<file path="src/verilog/raster_defs.svh">
`ifndef RASTER_DEFS_SVH
`define RASTER_DEFS_SVH

// Signed screen coordinate width
`define RASTER_COORD_W 12

// Screen limits, inclusive upper bound for clamping
`define RASTER_SCREEN_W 320
`define RASTER_SCREEN_H 320

// Triangle id width, wraps modulo 2**RASTER_ID_W
`define RASTER_ID_W 4

`endif
</file>
<file path="src/verilog/setup_ctrl_pkg.sv">
`default_nettype none

`include "raster_defs.svh"

package setup_ctrl_pkg;

    // Setup sequence, one state per cycle except IDLE, EDGE0 and DONE
    typedef enum logic [2:0] {
        IDLE,
        AREA,
        EDGE0,
        EDGE1,
        EDGE2,
        DONE
    } setup_state_t;

    // Triangle tag, restarts after a last triangle
    typedef logic [`RASTER_ID_W-1:0] tri_id_t;

endpackage

`default_nettype wire

</file>
<file path="src/verilog/geom_pkg.sv">
`default_nettype none

`include "raster_defs.svh"

package geom_pkg;

    // One screen coordinate
    typedef logic signed [`RASTER_COORD_W-1:0] coord_t;

    // Vertex or corner, x in the upper half
    typedef struct packed {
        coord_t x;
        coord_t y;
    } point_t;

    // Edge function or doubled area, full product width
    typedef logic signed [2*`RASTER_COORD_W-1:0] edge_val_t;

    // Edge value change per unit step in x and in y
    typedef struct packed {
        coord_t dx;
        coord_t dy;
    } edge_delta_t;

endpackage

`default_nettype wire

</file>
<file path="src/verilog/raster_ifs.sv">
`timescale 1ns/1ps
`default_nettype none

// Shared edge function unit
interface edge_if;
    geom_pkg::point_t      a;
    geom_pkg::point_t      b;
    geom_pkg::point_t      p;
    geom_pkg::edge_val_t   value;
    geom_pkg::edge_delta_t delta;

    modport ctrl (
        output a, b, p,
        input  value, delta
    );

    modport compute (
        input  a, b, p,
        output value, delta
    );
endinterface

// Bounding box of the registered vertices
interface bbox_if;
    geom_pkg::point_t v0;
    geom_pkg::point_t v1;
    geom_pkg::point_t v2;
    geom_pkg::point_t box_min;
    geom_pkg::point_t box_max;
    logic             on_screen;

    modport ctrl (
        output v0, v1, v2,
        input  box_min, box_max, on_screen
    );

    modport box (
        input  v0, v1, v2,
        output box_min, box_max, on_screen
    );
endinterface

`default_nettype wire

</file>
<file path="src/verilog/rasterizer_frontend.sv">
`timescale 1ns/1ps
`default_nettype none

module rasterizer_frontend (
    input  wire logic                     clk,
    input  wire logic                     rstn,

    input  wire geom_pkg::coord_t         i_v0_x,
    input  wire geom_pkg::coord_t         i_v0_y,
    input  wire geom_pkg::coord_t         i_v1_x,
    input  wire geom_pkg::coord_t         i_v1_y,
    input  wire geom_pkg::coord_t         i_v2_x,
    input  wire geom_pkg::coord_t         i_v2_y,
    input  wire logic                     i_triangle_dv,
    input  wire logic                     i_triangle_last,
    input  wire logic                     i_next,
    output logic                          o_ready,

    output geom_pkg::coord_t              o_bb_min_x,
    output geom_pkg::coord_t              o_bb_min_y,
    output geom_pkg::coord_t              o_bb_max_x,
    output geom_pkg::coord_t              o_bb_max_y,
    output geom_pkg::edge_val_t           o_edge_val0,
    output geom_pkg::edge_val_t           o_edge_val1,
    output geom_pkg::edge_val_t           o_edge_val2,
    output geom_pkg::coord_t              o_edge_dx0,
    output geom_pkg::coord_t              o_edge_dy0,
    output geom_pkg::coord_t              o_edge_dx1,
    output geom_pkg::coord_t              o_edge_dy1,
    output geom_pkg::coord_t              o_edge_dx2,
    output geom_pkg::coord_t              o_edge_dy2,

    output setup_ctrl_pkg::tri_id_t       o_id,
    output logic                          o_dv,
    output logic                          o_last,
    output logic                          o_finished_with_cull
);

    geom_pkg::point_t      v0;
    geom_pkg::point_t      v1;
    geom_pkg::point_t      v2;
    geom_pkg::point_t      box_min;
    geom_pkg::point_t      box_max;
    geom_pkg::edge_val_t   edge_val [3];
    geom_pkg::edge_delta_t edge_delta [3];

    edge_if u_edge_if ();
    bbox_if u_bbox_if ();

    assign v0 = '{x: i_v0_x, y: i_v0_y};
    assign v1 = '{x: i_v1_x, y: i_v1_y};
    assign v2 = '{x: i_v2_x, y: i_v2_y};

    setup_controller u_setup_controller (
        .clk                  (clk),
        .rstn                 (rstn),
        .i_v0                 (v0),
        .i_v1                 (v1),
        .i_v2                 (v2),
        .i_triangle_dv        (i_triangle_dv),
        .i_triangle_last      (i_triangle_last),
        .i_next               (i_next),
        .o_ready              (o_ready),
        .io_edge              (u_edge_if.ctrl),
        .io_bbox              (u_bbox_if.ctrl),
        .o_box_min            (box_min),
        .o_box_max            (box_max),
        .o_edge_val           (edge_val),
        .o_edge_delta         (edge_delta),
        .o_id                 (o_id),
        .o_dv                 (o_dv),
        .o_last               (o_last),
        .o_finished_with_cull (o_finished_with_cull)
    );

    edge_compute u_edge_compute (
        .io_edge (u_edge_if.compute)
    );

    bounding_box u_bounding_box (
        .io_bbox (u_bbox_if.box)
    );

    // Flatten results onto the plain output ports
    assign o_bb_min_x  = box_min.x;
    assign o_bb_min_y  = box_min.y;
    assign o_bb_max_x  = box_max.x;
    assign o_bb_max_y  = box_max.y;
    assign o_edge_val0 = edge_val[0];
    assign o_edge_val1 = edge_val[1];
    assign o_edge_val2 = edge_val[2];
    assign o_edge_dx0  = edge_delta[0].dx;
    assign o_edge_dy0  = edge_delta[0].dy;
    assign o_edge_dx1  = edge_delta[1].dx;
    assign o_edge_dy1  = edge_delta[1].dy;
    assign o_edge_dx2  = edge_delta[2].dx;
    assign o_edge_dy2  = edge_delta[2].dy;

endmodule

`default_nettype wire

</file>
<file path="src/verilog/setup_controller.sv">
`timescale 1ns/1ps
`default_nettype none

module setup_controller (
    input  wire logic                     clk,
    input  wire logic                     rstn,

    input  wire geom_pkg::point_t         i_v0,
    input  wire geom_pkg::point_t         i_v1,
    input  wire geom_pkg::point_t         i_v2,
    input  wire logic                     i_triangle_dv,
    input  wire logic                     i_triangle_last,
    input  wire logic                     i_next,
    output logic                          o_ready,

    edge_if.ctrl                          io_edge,
    bbox_if.ctrl                          io_bbox,

    output geom_pkg::point_t              o_box_min,
    output geom_pkg::point_t              o_box_max,
    output geom_pkg::edge_val_t           o_edge_val [3],
    output geom_pkg::edge_delta_t         o_edge_delta [3],
    output setup_ctrl_pkg::tri_id_t       o_id,
    output logic                          o_dv,
    output logic                          o_last,
    output logic                          o_finished_with_cull
);

    setup_ctrl_pkg::setup_state_t state;
    setup_ctrl_pkg::setup_state_t state_nxt;

    geom_pkg::point_t      r_v0;
    geom_pkg::point_t      r_v1;
    geom_pkg::point_t      r_v2;
    logic                  r_last;
    setup_ctrl_pkg::tri_id_t r_id;

    geom_pkg::edge_val_t   r_area;
    geom_pkg::point_t      r_box_min;
    geom_pkg::point_t      r_box_max;
    logic                  r_on_screen;
    geom_pkg::edge_val_t   r_edge_val [3];
    geom_pkg::edge_delta_t r_edge_delta [3];

    logic                  cull;

    assign io_bbox.v0 = r_v0;
    assign io_bbox.v1 = r_v1;
    assign io_bbox.v2 = r_v2;

    // Back-facing, degenerate or entirely off screen
    assign cull = (r_area <= 0) || !r_on_screen;

    // Edge unit operands for the area and then the three edges at the box corner
    always_comb begin
        io_edge.a = r_v0;
        io_edge.b = r_v1;
        io_edge.p = r_v2;
        case (state)
            setup_ctrl_pkg::EDGE0: begin
                io_edge.p = r_box_min;
            end
            setup_ctrl_pkg::EDGE1: begin
                io_edge.a = r_v1;
                io_edge.b = r_v2;
                io_edge.p = r_box_min;
            end
            setup_ctrl_pkg::EDGE2: begin
                io_edge.a = r_v2;
                io_edge.b = r_v0;
                io_edge.p = r_box_min;
            end
            default: begin
            end
        endcase
    end

    always_comb begin
        state_nxt = state;
        o_ready   = 1'b0;
        case (state)
            setup_ctrl_pkg::IDLE: begin
                if (i_triangle_dv) begin
                    state_nxt = setup_ctrl_pkg::AREA;
                end else begin
                    o_ready = 1'b1;
                end
            end
            setup_ctrl_pkg::AREA: begin
                state_nxt = setup_ctrl_pkg::EDGE0;
            end
            setup_ctrl_pkg::EDGE0: begin
                // Culled triangles still wait for downstream
                if (!cull) begin
                    state_nxt = setup_ctrl_pkg::EDGE1;
                end else if (i_next) begin
                    state_nxt = setup_ctrl_pkg::IDLE;
                end
            end
            setup_ctrl_pkg::EDGE1: begin
                state_nxt = setup_ctrl_pkg::EDGE2;
            end
            setup_ctrl_pkg::EDGE2: begin
                state_nxt = setup_ctrl_pkg::DONE;
            end
            setup_ctrl_pkg::DONE: begin
                if (i_next) begin
                    state_nxt = setup_ctrl_pkg::IDLE;
                end
            end
            default: begin
                state_nxt = setup_ctrl_pkg::IDLE;
            end
        endcase
    end

    always_ff @(posedge clk) begin
        if (!rstn) begin
            state                <= setup_ctrl_pkg::IDLE;
            r_id                 <= '0;
            r_last               <= 1'b0;
            o_dv                 <= 1'b0;
            o_last               <= 1'b0;
            o_finished_with_cull <= 1'b0;
        end else begin
            state                <= state_nxt;
            o_dv                 <= 1'b0;
            o_finished_with_cull <= 1'b0;
            case (state)
                setup_ctrl_pkg::IDLE: begin
                    if (i_triangle_dv) begin
                        r_id   <= r_id + setup_ctrl_pkg::tri_id_t'(1);
                        r_last <= i_triangle_last;
                    end
                end
                setup_ctrl_pkg::EDGE0: begin
                    if (cull && i_next && r_last) begin
                        o_finished_with_cull <= 1'b1;
                        r_id                 <= '0;
                    end
                end
                setup_ctrl_pkg::DONE: begin
                    if (i_next) begin
                        o_dv   <= 1'b1;
                        o_last <= r_last;
                        if (r_last) begin
                            r_id <= '0;
                        end
                    end
                end
                default: begin
                end
            endcase
        end
    end

    always_ff @(posedge clk) begin
        case (state)
            setup_ctrl_pkg::IDLE: begin
                if (i_triangle_dv) begin
                    r_v0 <= i_v0;
                    r_v1 <= i_v1;
                    r_v2 <= i_v2;
                end
            end
            setup_ctrl_pkg::AREA: begin
                r_area      <= io_edge.value;
                r_box_min   <= io_bbox.box_min;
                r_box_max   <= io_bbox.box_max;
                r_on_screen <= io_bbox.on_screen;
            end
            setup_ctrl_pkg::EDGE0: begin
                r_edge_val[0]   <= io_edge.value;
                r_edge_delta[0] <= io_edge.delta;
            end
            setup_ctrl_pkg::EDGE1: begin
                r_edge_val[1]   <= io_edge.value;
                r_edge_delta[1] <= io_edge.delta;
            end
            setup_ctrl_pkg::EDGE2: begin
                r_edge_val[2]   <= io_edge.value;
                r_edge_delta[2] <= io_edge.delta;
            end
            setup_ctrl_pkg::DONE: begin
                if (i_next) begin
                    o_box_min    <= r_box_min;
                    o_box_max    <= r_box_max;
                    o_edge_val   <= r_edge_val;
                    o_edge_delta <= r_edge_delta;
                    o_id         <= r_id;
                end
            end
            default: begin
            end
        endcase
    end

endmodule

`default_nettype wire

</file>
<file path="src/verilog/bounding_box.sv">
`timescale 1ns/1ps
`default_nettype none

`include "raster_defs.svh"

module bounding_box (
    bbox_if.box io_bbox
);

    localparam geom_pkg::coord_t LIMIT_X = geom_pkg::coord_t'(`RASTER_SCREEN_W);
    localparam geom_pkg::coord_t LIMIT_Y = geom_pkg::coord_t'(`RASTER_SCREEN_H);

    geom_pkg::coord_t min_x;
    geom_pkg::coord_t min_y;
    geom_pkg::coord_t max_x;
    geom_pkg::coord_t max_y;

    function automatic geom_pkg::coord_t min3(
        input geom_pkg::coord_t a,
        input geom_pkg::coord_t b,
        input geom_pkg::coord_t c
    );
        geom_pkg::coord_t m;
        m = (b < a) ? b : a;
        return (c < m) ? c : m;
    endfunction

    function automatic geom_pkg::coord_t max3(
        input geom_pkg::coord_t a,
        input geom_pkg::coord_t b,
        input geom_pkg::coord_t c
    );
        geom_pkg::coord_t m;
        m = (b > a) ? b : a;
        return (c > m) ? c : m;
    endfunction

    function automatic geom_pkg::coord_t clamp(
        input geom_pkg::coord_t v,
        input geom_pkg::coord_t hi
    );
        geom_pkg::coord_t r;
        if (v < 0) begin
            r = '0;
        end else if (v > hi) begin
            r = hi;
        end else begin
            r = v;
        end
        return r;
    endfunction

    // Unclamped extent of the triangle
    always_comb begin
        min_x = min3(io_bbox.v0.x, io_bbox.v1.x, io_bbox.v2.x);
        min_y = min3(io_bbox.v0.y, io_bbox.v1.y, io_bbox.v2.y);
        max_x = max3(io_bbox.v0.x, io_bbox.v1.x, io_bbox.v2.x);
        max_y = max3(io_bbox.v0.y, io_bbox.v1.y, io_bbox.v2.y);
    end

    assign io_bbox.box_min = '{x: clamp(min_x, LIMIT_X), y: clamp(min_y, LIMIT_Y)};
    assign io_bbox.box_max = '{x: clamp(max_x, LIMIT_X), y: clamp(max_y, LIMIT_Y)};

    // Box touches the screen in both axes
    assign io_bbox.on_screen = (max_x >= 0) && (min_x <= LIMIT_X) &&
                               (max_y >= 0) && (min_y <= LIMIT_Y);

endmodule

`default_nettype wire

</file>
<file path="src/verilog/edge_compute.sv">
`timescale 1ns/1ps
`default_nettype none

module edge_compute (
    edge_if.compute io_edge
);

    geom_pkg::edge_val_t pa_x;
    geom_pkg::edge_val_t pa_y;
    geom_pkg::edge_val_t ba_x;
    geom_pkg::edge_val_t ba_y;

    // Differences sign extended first so the products keep full width
    always_comb begin
        pa_x = geom_pkg::edge_val_t'(io_edge.p.x) - geom_pkg::edge_val_t'(io_edge.a.x);
        pa_y = geom_pkg::edge_val_t'(io_edge.p.y) - geom_pkg::edge_val_t'(io_edge.a.y);
        ba_x = geom_pkg::edge_val_t'(io_edge.b.x) - geom_pkg::edge_val_t'(io_edge.a.x);
        ba_y = geom_pkg::edge_val_t'(io_edge.b.y) - geom_pkg::edge_val_t'(io_edge.a.y);
    end

    // Cross product of (p - a) and (b - a)
    assign io_edge.value = pa_x * ba_y - pa_y * ba_x;

    // Step in x adds (b.y - a.y), step in y subtracts (b.x - a.x)
    assign io_edge.delta = '{
        dx: io_edge.b.y - io_edge.a.y,
        dy: io_edge.a.x - io_edge.b.x
    };

endmodule

`default_nettype wire

</file>
<file path="config.mk">
export PLATFORM = sky130hd
export DESIGN_NAME = rasterizer_frontend
export DESIGN_NICKNAME = d
export VERILOG_FILES = /design/src/verilog/setup_ctrl_pkg.sv /design/src/verilog/geom_pkg.sv /design/src/verilog/raster_ifs.sv /design/src/verilog/rasterizer_frontend.sv /design/src/verilog/setup_controller.sv /design/src/verilog/bounding_box.sv /design/src/verilog/edge_compute.sv
export VERILOG_INCLUDE_DIRS = /design/src /design/src/verilog
export SDC_FILE = /design/constraint.sdc
export NUM_CORES = 2
export LEC_CHECK = 0
export ABC_CLOCK_PERIOD_IN_PS = 14600
export BUFFER_PORTS_ARGS = -buffer_cell sky130_fd_sc_hd__buf_2
export CELL_PAD_IN_SITES_DETAIL_PLACEMENT = 1
export CELL_PAD_IN_SITES_GLOBAL_PLACEMENT = 2
export CORE_MARGIN = 2
export CORE_UTILIZATION = 42
export DETAILED_ROUTE_END_ITERATION = 8
export GPL_TIMING_DRIVEN = 0
export PLACE_DENSITY = 0.84
export SETUP_SLACK_MARGIN = 0.02
export SYNTH_ARGS = -nofsm -noshare
export SYNTH_HDL_FRONTEND = slang
export SYNTH_SLANG_ARGS = --single-unit
</file>
<file path="constraint.sdc">
create_clock -name clk -period 14.6 [get_ports clk]
set_input_delay 1.46 -clock clk [delete_from_list [all_inputs] [get_ports clk]]
set_output_delay 1.46 -clock clk [all_outputs]
set_load 0.01 [all_outputs]
</file>
Word level (Yosys, flattened, before mapping). Cells that the tools add are included.

Add/sub/neg operators: 8. Multiply operators: 2. Divide/modulo/power cells: 0. $lt $le $gt $ge: 21. Equal/unequal tests: 9. Shifts and indexed selects: 0. Multiplexer cells: 28. Bitwise logic cells: 0. Reduce and logical (&&, ||, !) cells: 19.

Operators by type and width (count): 2-to-1 mux 12 bit (8); case mux 24 bit (2 select lines) (2); subtractor 12 x 12 -> 13 bit (4); > comparator 12 x 10 -> 1 bit (second input constant) (4); > comparator 12 bit (4); less-than comparator 12 x 1 -> 1 bit (second input constant) (4); less-than comparator 12 bit (4); multiplier 24 x 24 -> 24 bit (2); 2-to-1 mux 9 bit (4); greater-or-equal comparator 12 x 1 -> 1 bit (second input constant) (2); <= comparator 12 x 10 -> 1 bit (second input constant) (2); <= comparator 24 x 1 -> 1 bit (second input constant) (1); 2-to-1 mux 24 bit (1); subtractor 12 bit (2); subtractor 24 bit (1); case mux 3 bit (6 select lines) (1); 2-to-1 mux 4 bit (4); case mux 4 bit (3 select lines) (1); 2-to-1 mux 3 bit (3); AND reduction 2 bit (4); OR reduction 2 bit (4); equality test 3 x 2 -> 1 bit (second input constant) (2); equality test 3 bit (second input constant) (2); logical AND 1 bit (5); 11 further kinds (16).

Register bits after elaboration: 496. Latch bits: 0. RAM bits: 0. ROM bits: 0. Output and inout bits: 200. Logic and storage cells: 132. Memories: 0.

Longest topological paths before layout.
Depth after elaboration: 8. Gate-level depth with buffers: 43.

Modules after synthesis. Synthesis repeated with hierarchy kept, for this count alone.

Cell total of the unflattened synthesis: 3034. Area total of the unflattened synthesis: 35200.0 um2.

Modules (own cells, without submodules): setup_controller (times used 1, cells an instance 750, area each 16313.1 um2); edge_compute (times used 1, cells an instance 1751, area each 15175.8 um2); bounding_box (times used 1, cells an instance 533, area each 3711.1 um2).

Worst setup path after synthesis. Ideal clock, no wire load.

Kind: register to register. From: reg u_setup_controller.state[1]. To: reg u_setup_controller.r_area[22] (data pin). Library setup time: 0.272 ns. Arrival: 10.450 ns. Required time: 14.328 ns. Path slack: 3.878 ns. Stages on the path, launching flop included: 37. Path buffers: 4. Cells stage by stage: dfxtp_1 -> buf_2 -> nand3b_1 -> inv_1 -> clkbuf_1 -> clkbuf_1 -> nand2_1 -> o21ai_0 -> a21oi_1 -> ha_1 -> or2_2 -> a21oi_1 -> a2111oi_0 -> a2111oi_0 -> nand2b_1 -> a31oi_1 -> inv_1 -> clkbuf_1 -> nand2_1 -> fa_1 -> fa_1 -> inv_1 -> fa_1 -> fa_1 -> fa_1 -> fa_1 -> inv_1 -> fa_1 -> inv_1 -> ha_1 -> a21oi_1 -> o21ai_0 -> a41o_1 -> o41ai_1 -> o2111ai_1 -> a21oi_1 -> xnor2_1.

Longest elaborated chain between the ends: 6.

Ends and longest elaborated chain: start, declared (line setup_controller.sv:29) `setup_ctrl_pkg::setup_state_t state;`; start signal, assigned (line setup_controller.sv:119) `state <= setup_ctrl_pkg::IDLE;`; start signal, assigned (line setup_controller.sv:126) `state <= state_nxt;`; equality test 3 x 2 -> 1 bit or equality test 3 bit (tied branches) (line setup_controller.sv:59) `case (state)`; OR reduction 3 bit (no line); 2-to-1 mux 24 bit (line setup_controller.sv:59); subtractor 12 x 12 -> 13 bit (on tied branches) (line edge_compute.sv:15, edge_compute.sv:16); multiplier 24 x 24 -> 24 bit (line edge_compute.sv:22) `assign io_edge.value = pa_x * ba_y - pa_y * ba_x;`; subtractor 24 bit (*) (line edge_compute.sv:22); via u_edge_compute.io_edge.value[22] (line raster_ifs.sv:19) `output value, delta`; end signal, assigned (line setup_controller.sv:167) `r_area <= io_edge.value;`; end, declared (line setup_controller.sv:38) `geom_pkg::edge_val_t r_area;`.

The timed path passes the listed nets; every way through them passes the cells marked *. A chain may end at the register's enable or synchronous reset.

Worst setup path after layout.
From: reg u_setup_controller.state[1]. To: reg u_setup_controller.r_edge_val[23] in the netlist's numbering (data pin).

Longest elaborated chain between the ends: 6.

Ends and longest elaborated chain: equality test 3 x 2 -> 1 bit or equality test 3 bit (tied branches) (line setup_controller.sv:59); OR reduction 3 bit (no line); 2-to-1 mux 24 bit (line setup_controller.sv:59); subtractor 12 x 12 -> 13 bit (on tied branches) (line edge_compute.sv:15, edge_compute.sv:16); multiplier 24 x 24 -> 24 bit (line edge_compute.sv:22); subtractor 24 bit (*) (line edge_compute.sv:22); via u_edge_compute.io_edge.value[23] (line raster_ifs.sv:19); end, declared (line setup_controller.sv:42) `geom_pkg::edge_val_t r_edge_val [3];`.

Marks and branches as above.

==> reports/qor.yml <==
outcome:
  status: "completed"
yosys:
  synth_cells: 2969
  synth_edf_count: 485
  synthTopCellsByArea: "edfxtp_1 (42%), fa_1 (20%), ha_1 (8.6%), inv_1 (5.4%), nand2_1 (2.6%)"
  yosysUniqueCellTypes: 84
  async_reset_ff_share_pct: 0
  yosysWarnings: 0
  yosysTopAreaCell: "edfxtp_1"
  synth_area_per_cell_um2: 11.7
  synth-simple-area-share_pct: 9.95
  yosys.area.top_type_share_pct: 41.9
  muxShareOfSynthArea_pct: 1.96
  ys_ff_latch: 496
  ys_seq_area_share_pct: 42.6
  netlist_area_mm2: 0.0347
  synth_flop_cell: "edfxtp_1"
  synthXorXnorAreaFrac_pct: 2.81
  synth_adder_area_share_pct: 29.1
  synth_compound_area_share_pct: 7.23
  synth_top_family_by_area: "adder cells"
floorplanning:
  fp-row-count: 105
  dieArea_mm2: 0.0850
  core_mm2: 0.0820
  die_w_um: 292
  die_h_um: 292
  num_io_pins: 277
  start_util_pct: 42.4
setup_path:
  crit_family: "adder cells"
  critical_path_arrival_ns: 13.36
  path_max_fanout: 10
  crit_type: "flop to flop"
  cp-startpoint: "u_setup_controller.state[1]$_SDFFE_PN0N_"
  end_kind: "flop"
  r2r_start: "u_setup_controller.state[1]$_SDFFE_PN0N_"
  cpPeakStageDelay_ns: 0.75
  cp-start-kind: "flop"
  critPathBufInv: 11
  critPathSlowestCell: "xnor2_1"
  required_ns: 14.88
drt:
  vias_per_cell: 5.28
  drt-initial-drc-count: 1257
  dr_wl_met3_um: 4430
  dr.pass1.iters: 5
  vias: 23400
  drc: 0
  postRouteWirelength_um: 99400
  detail-route-antenna-nets: 0
  wirelength_met1_um: 41700
  top_layer: "met4"
  wl_per_cell_um: 22.4
  wl_met2_um: 50400
placement:
  pre_cts_ws_ns: 1.71
  hpwl_um: 81200
  gp_congestion: 0.916
  port-buffer-count: 275
  placed_area_mm2: 0.0377
clock_network:
  clk_latency_ns: 0.62
  cts_sinks: 496
  cts_root_buf: "clkbuf_16"
  clk_pin_slew_worst_paths_ns: 0.06
  clockBufferDepth: 3
  cts_resized: 0
  cts_buffers: 53
  h-tree-depth: 2
  ctsHoldBuffers: 0
  post_cts_buffers: 0
  cts_tree: "yes"
timing:
  fmax_mhz: 76.4
  drv_slew: 0
  worstMarginPinSlew_ns: 1.33
  fin_skew_ns: 0.0576
  min_period_ns: 13.09
  report.final.hold_viol_count: 0
  rsz0062_at_grt: "no"
  holdWs_ns: 0.395
  fin_ws_ns: 1.51
  setup_violations: 0
  setup_tns_ns: 0
  fin_crit_sh_pct: 89.6
  slew_headroom_pct: 10.8
final_layout:
  multiInputGateArea_mm2: 0.0178
  area_growth_pct: 13.5
  final_common_cell: "inv_1"
  drive_gt1_share_pct: 12.7
  nFillCells: 8858
  final_cell_mix: "inv_1 (502), edfxtp_1 (485), fa_1 (355)"
  register_area_mm2: 0.0148
  fin_area_mm2: 0.0394
  fin_nets: 3988
hold_path:
  min-delay-start: "u_setup_controller.r_edge_val[18]$_DFFE_PN_"
  hold_class: "flop to flop"
global_routing:
  grt_pass1_wl_um: 155000
  grt_pass1_vias: 26300
  antenna_found_initial: 2
  overflow: 0
  grt_usage_pct: 23.9
  grt_max_degree: 142
flow_run:
  maxCapViolCount: 0
==> per-layer routing <==
layer  GRT usage [%]  up-vias
li1                -    10600
met1            30.4    12100
met2            42.5      536
met3            3.15      138
met4            6.80        0
met5               0        -
==> synth_stat cells (22+ instances only) <==
library cell,instances
inv_1,504
edfxtp_1,485
fa_1,355
nand2_1,244
nor2_1,243
ha_1,240
a21oi_1,96
xnor2_1,76
o21ai_0,65
clkbuf_1,58
mux2i_1,42
nor3_1,42
nor2b_1,36
a21o_1,33
and2_1,33
xor2_1,33
nand2b_1,31
a211oi_1,23
mux2_2,23
o21a_1,22
==> sequential cells by signal, indices dropped and copies added (netlist names), 24 cells and up <==
signal                           cells
u_setup_controller.o_box_min        24
u_setup_controller.o_edge_delta     72
u_setup_controller.o_box_max        24
u_setup_controller.r_box_min        24
u_setup_controller.io_bbox.v2       24
u_setup_controller.r_edge_delta     72
u_setup_controller.io_bbox.v1       24
u_setup_controller.r_edge_val       72
u_setup_controller.r_area           24
u_setup_controller.o_edge_val       72
u_setup_controller.io_bbox.v0       24
u_setup_controller.r_box_max        24
==> path summary, 6_finish.rpt <==
path                                                 end  slack (ns)  cells after the start
max          u_setup_controller.r_edge_val[23]$_DFFE_PN_        1.51                     40
min          u_setup_controller.o_edge_val[18]$_DFFE_PP_        0.39                      0
max reg2reg  u_setup_controller.r_edge_val[23]$_DFFE_PN_        1.51                     40
min reg2reg  u_setup_controller.o_edge_val[18]$_DFFE_PP_        0.39                      0
==> kinds of logic (layout without fill, tap and decap cells) <==
logic type / after synthesis / in the layout
compound gates: 370 / 370
buf+inv: 580 / 959
mux: 65 / 65
flops: 496 / 496
fa+ha+maj: 596 / 596
simple gates: 751 / 751
other cells: 1 / 13
xor+xnor: 110 / 110
==> area by class of cell <==
cell class                      instances  area share [%]
Antenna cell                            1         0.00635
Buffer                                 70           0.721
Clock buffer                           59            3.42
Clock inverter                         39            1.01
Inverter                              510            4.88
Multi-Input combinational cell       1904            45.2
Sequential cell                       496            37.5
Tap cell                             1070            3.40
Timing Repair Buffer                  281            3.86
==> metrics by stage <==
step	util [%]	cells
2_1_floorplan	-	2980
3_3_place_gp	45.7	4325
3_5_place_dp	45.9	4331
4_1_cts	48.1	4429
5_1_grt	48.1	4429
6_report	48.1	4430
Power is not shown: default switching activity piles up to over one toggle a cycle in this logic, so the estimate is an artifact.
